$ cat src/hdl/map_consts.svh
`ifndef MAP_CONSTS_SVH
`define MAP_CONSTS_SVH

// brick table size
`define NUM_BRICKS 32

// brick geometry, top-left corner plus span gives far edge
`define BRICK_SPAN 15
`define STEP       16

// tank blocking distances
`define STOP_GAP   2
`define STOP_REACH 32

// enemy bullet is a small square from its anchor point
`define SHOT_SPAN  3

// inner edges of the border wall
`define WALL_L 31
`define WALL_R 608
`define WALL_T 31
`define WALL_B 448

// map 1 row fill
`define ROW_WRAP  600
`define ROW_PITCH 64
`define MAP1_X0   32
`define MAP1_Y0   256

`endif

$ cat src/hdl/map_pkg.sv
`include "map_consts.svh"

package map_pkg;

    // screen coordinate, 640x480 fits in 10 bits
    typedef logic [9:0] coord_t;

    // one table entry
    // valid low means the brick was shot away
    typedef struct packed {
        coord_t x;
        coord_t y;
        logic   valid;
    } brick_t;

    // whole table, read in parallel by every client
    typedef brick_t [`NUM_BRICKS-1:0] brick_tab_t;

    // one bit per table entry
    typedef logic [`NUM_BRICKS-1:0] brick_mask_t;

    // blocked directions of one mover
    typedef struct packed {
        logic up;
        logic down;
        logic left;
        logic right;
    } dir_flags_t;

endpackage : map_pkg

$ cat src/hdl/pixel_map.sv
`timescale 1ns/100ps
`include "map_consts.svh"

module pixel_map import map_pkg::*; (
    input  logic       clk_50MHz,
    input  logic       reset,
    input  coord_t     x,
    input  coord_t     y,
    input  brick_tab_t bricks,
    output logic       brick_on,
    output logic       wall_on
);

    logic brick_hit;
    logic wall_hit;

    // pixel inside any live brick, edges included
    always_comb begin
        brick_hit = 1'b0;
        for (int i = 0; i < `NUM_BRICKS; i++) begin
            if (bricks[i].valid
                && (x >= bricks[i].x) && (x <= bricks[i].x + `BRICK_SPAN)
                && (y >= bricks[i].y) && (y <= bricks[i].y + `BRICK_SPAN))
                brick_hit = 1'b1;
        end
    end

    // wall is everything outside the open play area
    assign wall_hit = !((x > `WALL_L) && (x < `WALL_R) && (y > `WALL_T) && (y < `WALL_B));

    always_ff @(posedge clk_50MHz or negedge reset) begin
        if (!reset) begin
            brick_on <= 1'b0;
            wall_on  <= 1'b0;
        end else begin
            brick_on <= brick_hit;
            wall_on  <= wall_hit;
        end
    end

endmodule : pixel_map

$ cat config.mk
export PLATFORM = sky130hd
export DESIGN_NAME = pixel_map
export DESIGN_NICKNAME = d
export VERILOG_FILES = /design/src/hdl/map_pkg.sv /design/src/hdl/pixel_map.sv
export VERILOG_INCLUDE_DIRS = /design/src /design/src/hdl
export SDC_FILE = /design/constraint.sdc
export NUM_CORES = 2
export LEC_CHECK = 0
export ABC_AREA = 0
export BUFFER_PORTS_ARGS = -buffer_cell sky130_fd_sc_hd__buf_4
export CAP_MARGIN = 40
export CORE_AREA = 2 2 270 272
export DETAILED_ROUTE_END_ITERATION = 7
export DIE_AREA = 0 0 272 274
export PLACE_DENSITY_LB_ADDON = 0.2
export SLEW_MARGIN = 30
export SYNTH_ARGS = -nofsm -noshare
export SYNTH_HDL_FRONTEND = slang
export SYNTH_SLANG_ARGS = --single-unit
$ cat constraint.sdc
create_clock -name clk_50MHz -period 0.8 [get_ports clk_50MHz]
set_clock_uncertainty 0.15 [all_clocks]
set_input_delay 0.08 -clock clk_50MHz [delete_from_list [all_inputs] [get_ports clk_50MHz]]
set_output_delay 0.08 -clock clk_50MHz [all_outputs]
set_load 0.02 [all_outputs]
==> out/metrics.cfg <==
[logic_synthesis]
ys.warnings.count=0
ys_types=73
synthSimpleGateAreaFrac_pct=15.9
synth_top_family_by_area=adder cells
ys.flop_type=dfrtp_1
syn_inst=4968
synth.avg_cell_area_um2=7.63
yosysSeqAreaShare_pct=0.132
syn_nets=7006
synth_edf_count=0
ys_ff_latch=2
synth_xor_area_share_pct=11.8
synth_compound_area_share_pct=21.1
ys_async_sr_fraction_pct=100
synthMuxAreaShare_pct=0
synth_fa_ha_area_share_pct=44.4
syn_area_um2=37900

[die]
die_height_um=274
start_util_pct=52.7
ios=696
core_area_um2=72000
die_area_um2=74500
placementRows=99
die_w_um=272

[clocking]
numCtsBuffers=3
h-tree-depth=1
ctsLongestPathBuffers=2
clk_pin_slew_ns=0.03
cts_tree=done
cts-root-buf=clkbuf_16
clock_sinks=2

[sta]
finalSetupViolCount=4
finalCritPeriodShare_pct=367
finalHoldViolations=0
whs_ns=0.0493
slew_headroom_pct=44.6
fin_ws_ns=-2.14
maxSlewViolCount=0
max_freq_mhz=341
worst_slew_pin_slew_ns=0.810
grt_setup_unrepaired=true
fin_crit_ns=2.94

[setup_path]
cp-start-kind=input pin
cp_num_buf_inv=3
crit_type=in -> reg
endpoint_kind=register
max_stage_delay_ns=0.43
crit_arrival_ns=2.90
crit_required_ns=0.76
cp_slowest_cell=a311o_1
crit_family=compound AO/OA/AOI/OAI gates
cp_max_fo=3
worstPathCellList=buf_4 > inv_1 > ha_2 > buf_4 > nand2_1 > xnor2_1 > ha_1 > nand4_1 > nor3_1 > a211o_1 > a21oi_2 > nor4_4 > a311o_1 > nor4_4 > nand3_1

[grt]
grt_pass1_wl_mm=244
grt_pass1_vias=47929
grt_usage_pct=40.8
grt_overflow=0
antenna_found_initial=45
grt_start_max_net_pins=27

[detailed_routing]
drtIter0Drc=2832
antenna_left=0
drt_wl_total_mm=160
route.detailed.drc=0
vias_per_cell=5.80
first_pass_iters=6
wire_per_inst_um=19.6
vias=47340

[placed_design]
post-place-cells=8098
routabilityCongestion=1.04
hpwl_mm=137
io_buffers=695

[finish]
final_cells=8167
most-common-layout-cells=buf_4, ha_1, inv_1, xnor2_1, nand2_1
drive_gt1_share_pct=33.4
final_nets=9207
syn_to_final_growth_pct=51.4
final_util_pct=79.8
layout_commonest_cell=buf_4
fillers=5060

[power]
power_density_nw_per_um2=620
ir_drop_mv=0.690
power.total_mw=35.6
power.internal_mw=18.3
switchingPower_mw=17.3
clockPowerShare_pct=2.3
sw_frac_of_total_pct=48.6
combinationalPowerShare_pct=97.3
power_frac_seq_pct=0.4
leakage_nw=30.6

[run_status]
failed_checks=setup timing
status=finished with violations

[flow_run]
drv_cap=0

[hold_path]
hold_path_class=in -> async

==> flip-flops by register name, summed over array words and instances, names as in the netlist <==
register / cells
brick_on: 1
wall_on: 1
==> repair_timing <==
item	4_1_cts	5_1_grt
setup endpoints to repair	4	4
gates resized for setup	129	57
buffers inserted	18	8
hold endpoints to repair	2	0
pin swaps	77	51
hold buffers	1	0
cloned	2	0
==> power groups by stage <==
stage | clock (mW) | sequential (mW) | combinational [mW]
after floorplan | 0 | 0.177 | 16.3
after global placement | 0 | 0.141 | 31.7
after detailed placement | 0 | 0.141 | 32.9
after CTS | 0.835 | 0.146 | 33.7
after global routing | 0.858 | 0.146 | 38.1
final | 0.827 | 0.147 | 34.6
==> through the flow <==
stage / area, µm² / setup TNS (ns) / setup WS, ns
6_report: 57400 / -2.84 / -2.14
5_1_grt: 57400 / -2.98 / -2.26
3_3_place_gp: 56200 / -3.36 / -2.52
4_1_cts: 57000 / -2.65 / -2.03
2_1_floorplan: 38000 / -2.41 / -2.25
3_5_place_dp: 56200 / -3.37 / -2.52
==> worst max path at each step <==
stage / from / endpoint / slack [ns] / depth (start not counted)
floorplan: x[0] / brick_on / -2.25 / 11
global placement: bricks[74] / brick_on / -2.52 / 17
detailed placement: bricks[74] / brick_on / -2.52 / 17
CTS: bricks[65] / brick_on / -2.03 / 17
global route: bricks[443] / brick_on / -2.26 / 14
finish: bricks[452] / brick_on / -2.14 / 15
==> layout make-up <==
class                   instances  area [µm²]  share of cell area [%]
diodes                         41         103                   0.179
clock buffers                   3        75.1                   0.131
inverters                     669        2530                    4.41
multi-input cells            4297       36000                    62.8
flip-flops and latches          2        50.0                  0.0872
well taps                     959        1200                    2.09
repair buffers               2196       17400                    30.3
==> synthesized netlist by cell type (all sizes together), types with 38 or more instances <==
| cell | n | area (µm²) |
|---|---|---|
| o211ai | 55 | 428 |
| o21a | 63 | 473 |
| nor3 | 182 | 916 |
| a211oi | 85 | 638 |
| ha | 1344 | 16800 |
| a2111oi | 56 | 522 |
| nand2 | 297 | 1110 |
| a21o | 156 | 1170 |
| and3 | 38 | 238 |
| a21oi | 296 | 1490 |
| o2111ai | 40 | 380 |
| a31oi | 49 | 307 |
| o21ai | 269 | 1350 |
| nand4 | 186 | 1160 |
| nor2b | 41 | 257 |
| inv | 665 | 2500 |
| nand3 | 119 | 601 |
| nor2 | 245 | 920 |
| xnor2 | 512 | 4480 |
==> logic make-up (layout without fill, tap and decap cells) <==
family	after synthesis	after routing
AO/OA/AOI/OAI	1215	1215
XOR/XNOR	512	512
buffers and inverters	669	2868
flip-flops	2	2
other	0	41
adder cells (fa/ha/maj)	1344	1344
AND/OR/NAND/NOR	1226	1226
==> per-layer routing <==
metal  track usage [%]  wire, µm
met5                 0        70
met4              29.1     13200
met3              8.12     13000
met2              69.9     72800
met1              45.3     60900
Power figures use the tool's default switching activity.
