<file path="src/hdl/map_consts.svh">
`ifndef MAP_CONSTS_SVH
`define MAP_CONSTS_SVH

// brick table size
`define NUM_BRICKS 32

// brick geometry, top-left corner plus span gives far edge
`define BRICK_SPAN 15
`define STEP       16

// tank blocking distances
`define STOP_GAP   2
`define STOP_REACH 32

// enemy bullet is a small square from its anchor point
`define SHOT_SPAN  3

// inner edges of the border wall
`define WALL_L 31
`define WALL_R 608
`define WALL_T 31
`define WALL_B 448

// map 1 row fill
`define ROW_WRAP  600
`define ROW_PITCH 64
`define MAP1_X0   32
`define MAP1_Y0   256

`endif

</file>
<file path="src/hdl/map_pkg.sv">
`include "map_consts.svh"

package map_pkg;

    // screen coordinate, 640x480 fits in 10 bits
    typedef logic [9:0] coord_t;

    // one table entry
    // valid low means the brick was shot away
    typedef struct packed {
        coord_t x;
        coord_t y;
        logic   valid;
    } brick_t;

    // whole table, read in parallel by every client
    typedef brick_t [`NUM_BRICKS-1:0] brick_tab_t;

    // one bit per table entry
    typedef logic [`NUM_BRICKS-1:0] brick_mask_t;

    // blocked directions of one mover
    typedef struct packed {
        logic up;
        logic down;
        logic left;
        logic right;
    } dir_flags_t;

endpackage : map_pkg

</file>
<file path="src/hdl/box_if.sv">
`timescale 1ns/100ps

// edges of a moving object on screen
interface box_if import map_pkg::*; ();

    // left and right x, top and bottom y
    coord_t l;
    coord_t r;
    coord_t t;
    coord_t b;

    // producer side
    modport src (output l, r, t, b);

    // consumer side
    modport dst (input l, r, t, b);

endinterface : box_if

</file>
<file path="src/hdl/bullet_hit.sv">
`timescale 1ns/100ps
`include "map_consts.svh"

module bullet_hit import map_pkg::*; (
    input  logic        clk_50MHz,
    input  logic        reset,
    input  logic        refresh_tick,
    input  brick_tab_t  bricks,
    box_if.dst          bullet,
    input  coord_t      x_bullet_enemy,
    input  coord_t      y_bullet_enemy,
    output brick_mask_t clear_mask,
    output logic        hit,
    output logic        hit_by_enemy
);

    // per brick overlap, only live bricks count
    brick_mask_t mask_player;
    brick_mask_t mask_enemy;

    always_comb begin
        for (int i = 0; i < `NUM_BRICKS; i++) begin
            // player bullet box against brick box
            mask_player[i] = bricks[i].valid
                && (bullet.t < bricks[i].y + `BRICK_SPAN)
                && (bullet.b > bricks[i].y)
                && (bullet.l < bricks[i].x + `BRICK_SPAN)
                && (bullet.r > bricks[i].x);
            // enemy bullet as a point plus its span
            mask_enemy[i] = bricks[i].valid
                && (y_bullet_enemy < bricks[i].y + `BRICK_SPAN)
                && (y_bullet_enemy + `SHOT_SPAN > bricks[i].y)
                && (x_bullet_enemy < bricks[i].x + `BRICK_SPAN)
                && (x_bullet_enemy + `SHOT_SPAN > bricks[i].x);
        end
    end

    // bricks only go away on a refresh tick
    assign clear_mask = refresh_tick ? (mask_player | mask_enemy) : '0;

    // one cycle pulse per shooter after the tick
    always_ff @(posedge clk_50MHz or negedge reset) begin
        if (!reset) begin
            hit          <= 1'b0;
            hit_by_enemy <= 1'b0;
        end else begin
            hit          <= refresh_tick && (|mask_player);
            hit_by_enemy <= refresh_tick && (|mask_enemy);
        end
    end

endmodule : bullet_hit

</file>
<file path="src/flat_wrapper.sv">
// flat-port wrapper written by rule: the top's interface ports become plain ports
module bullet_hit_flat import map_pkg::*;
  (clk_50MHz, reset, refresh_tick, bricks, x_bullet_enemy, y_bullet_enemy, clear_mask, hit, hit_by_enemy, bullet_l, bullet_r, bullet_t, bullet_b);
  box_if bullet_i ();
  input  logic clk_50MHz;
  input  logic reset;
  input  logic refresh_tick;
  input  brick_tab_t bricks;
  input  coord_t x_bullet_enemy;
  input  coord_t y_bullet_enemy;
  output brick_mask_t clear_mask;
  output logic hit;
  output logic hit_by_enemy;
  input wire logic [$bits(bullet_i.l)-1:0] bullet_l;
  input wire logic [$bits(bullet_i.r)-1:0] bullet_r;
  input wire logic [$bits(bullet_i.t)-1:0] bullet_t;
  input wire logic [$bits(bullet_i.b)-1:0] bullet_b;
  assign bullet_i.l = bullet_l;
  assign bullet_i.r = bullet_r;
  assign bullet_i.t = bullet_t;
  assign bullet_i.b = bullet_b;
  bullet_hit u_core (.clk_50MHz(clk_50MHz), .reset(reset), .refresh_tick(refresh_tick), .bricks(bricks), .bullet(bullet_i), .x_bullet_enemy(x_bullet_enemy), .y_bullet_enemy(y_bullet_enemy), .clear_mask(clear_mask), .hit(hit), .hit_by_enemy(hit_by_enemy));
endmodule
</file>
<file path="config.mk">
export PLATFORM = sky130hd
export DESIGN_NAME = bullet_hit_flat
export DESIGN_NICKNAME = d
export VERILOG_FILES = /design/src/hdl/map_pkg.sv /design/src/hdl/box_if.sv /design/src/hdl/bullet_hit.sv /design/src/flat_wrapper.sv
export VERILOG_INCLUDE_DIRS = /design/src /design/src/hdl
export SDC_FILE = /design/constraint.sdc
export NUM_CORES = 2
export LEC_CHECK = 0
export BUFFER_PORTS_ARGS = -buffer_cell sky130_fd_sc_hd__buf_2
export CAP_MARGIN = 20
export CORE_ASPECT_RATIO = 0.7
export CORE_MARGIN = 2
export CORE_UTILIZATION = 40
export DETAILED_ROUTE_END_ITERATION = 8
export GPL_ROUTABILITY_DRIVEN = 0
export GPL_TIMING_DRIVEN = 1
export PLACE_DENSITY = 0.64
export SLEW_MARGIN = 30
export SYNTH_ARGS = -nofsm -noshare
export SYNTH_HDL_FRONTEND = slang
export SYNTH_SLANG_ARGS = --single-unit
</file>
<file path="constraint.sdc">
create_clock -name clk_50MHz -period 5.55 [get_ports clk_50MHz]
set_input_delay 0.555 -clock clk_50MHz [delete_from_list [all_inputs] [get_ports clk_50MHz]]
set_output_delay 0.555 -clock clk_50MHz [all_outputs]
set_load 0.005 [all_outputs]
</file>
==> summary.md <==
| Metric | Value |
|---|---|
| Worst vdd ir | `about 0.12 mV` |
| DR pass1 iterations | `7` |
| Vias in the first global route | `slightly above 70,000` |
| Pre-CTS setup slack | `between 0.08 and 0.09 ns` |
| Initial DRC count | `slightly above 10,000` |
| Worst-path maximum fanout | `12` |
| RSZ-0062 raised after global routing | `false` |
| CTS Hold Bufs | `0` |
| Die Wd | `between 400 and 500 um` |
| Critical path class | `in2out` |
| Global-route wire length before repair | `around 480 mm` |
| ANT nets after route | `0` |
| H-tree depth | `1` |
| Critical path cell sequence | `buf_2 > o2111ai_1 > nor2_1 > nand4_1 > xnor2_4 > buf_4 > ha_1 > nand3_1 > nor2_1 > a21oi_1 > o21ai_0 > a2111oi_0 > o211ai_1 > a21boi_0 > buf_4 > buf_2` |
| Clk pin slew, worst setup/hold paths | `0.03 ns` |
| Num CTS Buffers | `3` |
| # nets final | `12,100` |
| Fin area | `around 0.072 mm2` |
| Worst setup EP type | `output port` |
| Initial Util | `between 40 and 50%` |
| Placeable Area | `0.158 mm2` |
| Worst path max stage delay | `0.45 ns` |
| Max Root-Sink Buffers | `2` |
| Bufs and invs on worst path | `4` |
| Mapped Area | `roughly 0.064 mm2` |
| Post-DP HPWL | `278 mm` |
| Via count | `~75,000` |
| Final Core Density | `a little under half` |
| Die height | `approximately 340 um` |
| Placement row count | `122` |
| Port bufs | `768` |
| Primary FF master, synth | `dfrtp_1` |
| Fraction of layout cells with a size suffix above 1 | `around 12%` |
| Grt total ovfl | `0` |
| Worst Slack Setup Final | `0.166 ns` |
| Non-Filler Instances | `around 11,000` |
| Worst Hold Slack | `roughly 0.15 ns` |
| PwrDens | `105 mW/mm2` |
| Commonest non-fill, non-tap cell in the layout | `ha_1` |
| Startpoint types | `input pin` |
| Status | `finished clean` |
| Yosys warning count | `0` |
| Placed Area | `approximately 0.07 mm2` |
| Area growth syn-to-layout | `14.0%` |
| Crit path arrival time | `4.83 ns` |
| Clk Tree Root Cell | `clkbuf_16` |
| Initial antenna violation count | `90` |
| CP max-delay cell | `a2111oi_0` |
| Post-synth EDFFs | `0` |
| Largest net degree at the start of global routing | `just under 50` |
| Clock sink count | `2` |
| Die Area | `0.162 mm2` |
| Sequential fraction of the synthesis area | `less than 1%` |
| Syn Inst Count | `8,065` |
| Relative slew slack | `24.5%` |
| Least-Margin Pin Slew | `between 1 and 1.5 ns` |
| IO Count | `around 770` |
| Routed WL | `roughly 340 mm` |
| LEAKAGE | `36.6 nW` |
| Mapped Avg Cell Area | `a little under 8 um2` |
| Fin crit share | `a little over nine tenths` |
| Max-slew violation count | `0` |
| Routed len/inst | `between 30 and 40 um` |
| Most frequent cells in the layout | `2,366 x ha_1, 759 x buf_2, 723 x inv_1` |
| Min Tclk post-route | `roughly 5.4 ns` |
| Max Clock Freq | `186 MHz` |
| FFs w/ async S/R, synth | `100%` |
| TritonCTS clock tree | `yes` |
| Final hold viol count | `0` |
| Vias per Instance | `between 6 and 7` |
| # DRC | `0` |
| Total GRT Usage | `between 40 and 50%` |
| Placed cells | `between 10,000 and 15,000` |
| Max Cap Violations | `0` |
| HP Class | `in2async` |
| CP delay by family, top | `compound AO/OA/AOI/OAI gates` |
| Syn Nets | `11,200` |
| Post-synth cell types | `95` |
| Final setup vio count | `0` |
| Yosys reg bits | `2` |
| Worst Path Required | `4.99 ns` |
final timing paths:
check,start,to,cells after the start
max in group asynchronous,reset,u_core.hit_by_enemy$_DFF_PN0_,1
hold / removal,reset,u_core.hit$_DFF_PN0_,1
setup / recovery,y_bullet_enemy[3],clear_mask[31],16
min in group clk_50MHz,refresh_tick,u_core.hit_by_enemy$_DFF_PN0_,3
metal layers:
| metal | share of wire [%] | global-route usage (%) |
|---|---|---|
| met1 | 36 | 47.6 |
| met2 | 40 | 58.8 |
| met3 | 14 | 11.1 |
| met4 | 11 | 36.6 |
| met5 | 0.079 | 0.0588 |
report_power, final:
group          internal (mW)  leakage [nW]  total [mW]  switching [mW]
Clock                 0.0919        0.0374       0.111          0.0191
Combinational           2.86          36.5        7.49            4.64
Sequential            0.0187        0.0256      0.0290          0.0103
Total                   2.97          36.6        7.63            4.67
synthesized netlist by cell type, types with 35 or more instances:
cell	count	area [um2]
ha_1	2366	29600
a211oi_1	125	938
a211o_1	36	315
clkbuf_1	36	135
inv_1	729	2740
o211ai_1	138	1040
a21o_1	258	1940
nor2_1	318	1190
nand4_1	275	1720
a31oi_1	51	319
maj3_1	57	571
nand3_1	259	1300
o2111ai_1	69	604
o21ai_0	407	2040
nand2_1	412	1550
nand2b_1	76	475
o21a_1	187	1400
o221ai_1	35	307
nor2b_1	177	1110
a21oi_1	569	2850
o21ai_1	40	200
xnor2_1	507	4440
a2111oi_0	62	543
nor4_1	73	457
and3_1	84	526
nor3_1	212	1060
registers in the layout, summed over array words and instances (netlist names):
register             count
u_core.hit               1
u_core.hit_by_enemy      1
metrics by stage:
stage | TNS, ns | power [mW]
3_5_place_dp | 0 | 7.15
3_3_place_gp | -0.430 | 6.85
2_1_floorplan | 0 | 4.24
5_1_grt | 0 | 8.25
4_1_cts | 0 | 7.30
6_report | 0 | 7.63
timing repair:
item / in CTS / in global routing
setup endpoints to repair: 0 / 6
resized for setup: 0 / 4
setup buffers: 0 / 2
layout make-up:
cell class / instances / area, um2
fill: 15700 / 85400
multi-input combinational: 7270 / 60700
timing repair buffer: 1018 / 6030
inverter: 736 / 2760
tap: 2108 / 2640
antenna: 68 / 170
clock buffer: 3 / 75.1
sequential: 2 / 50.0
cells by family (layout without fill, tap and decap cells):
kind of cell	after synthesis	after routing	synth area share, %
flops	2	2	0.0788
mux	1	1	0.0177
simple gates	2070	2070	17.0
xor+xnor	512	512	7.06
buf+inv	793	1757	4.76
fa+ha+maj	2427	2427	47.6
other cells	0	68	0
compound gates	2260	2260	23.5
Power figures use the tool's default switching activity.
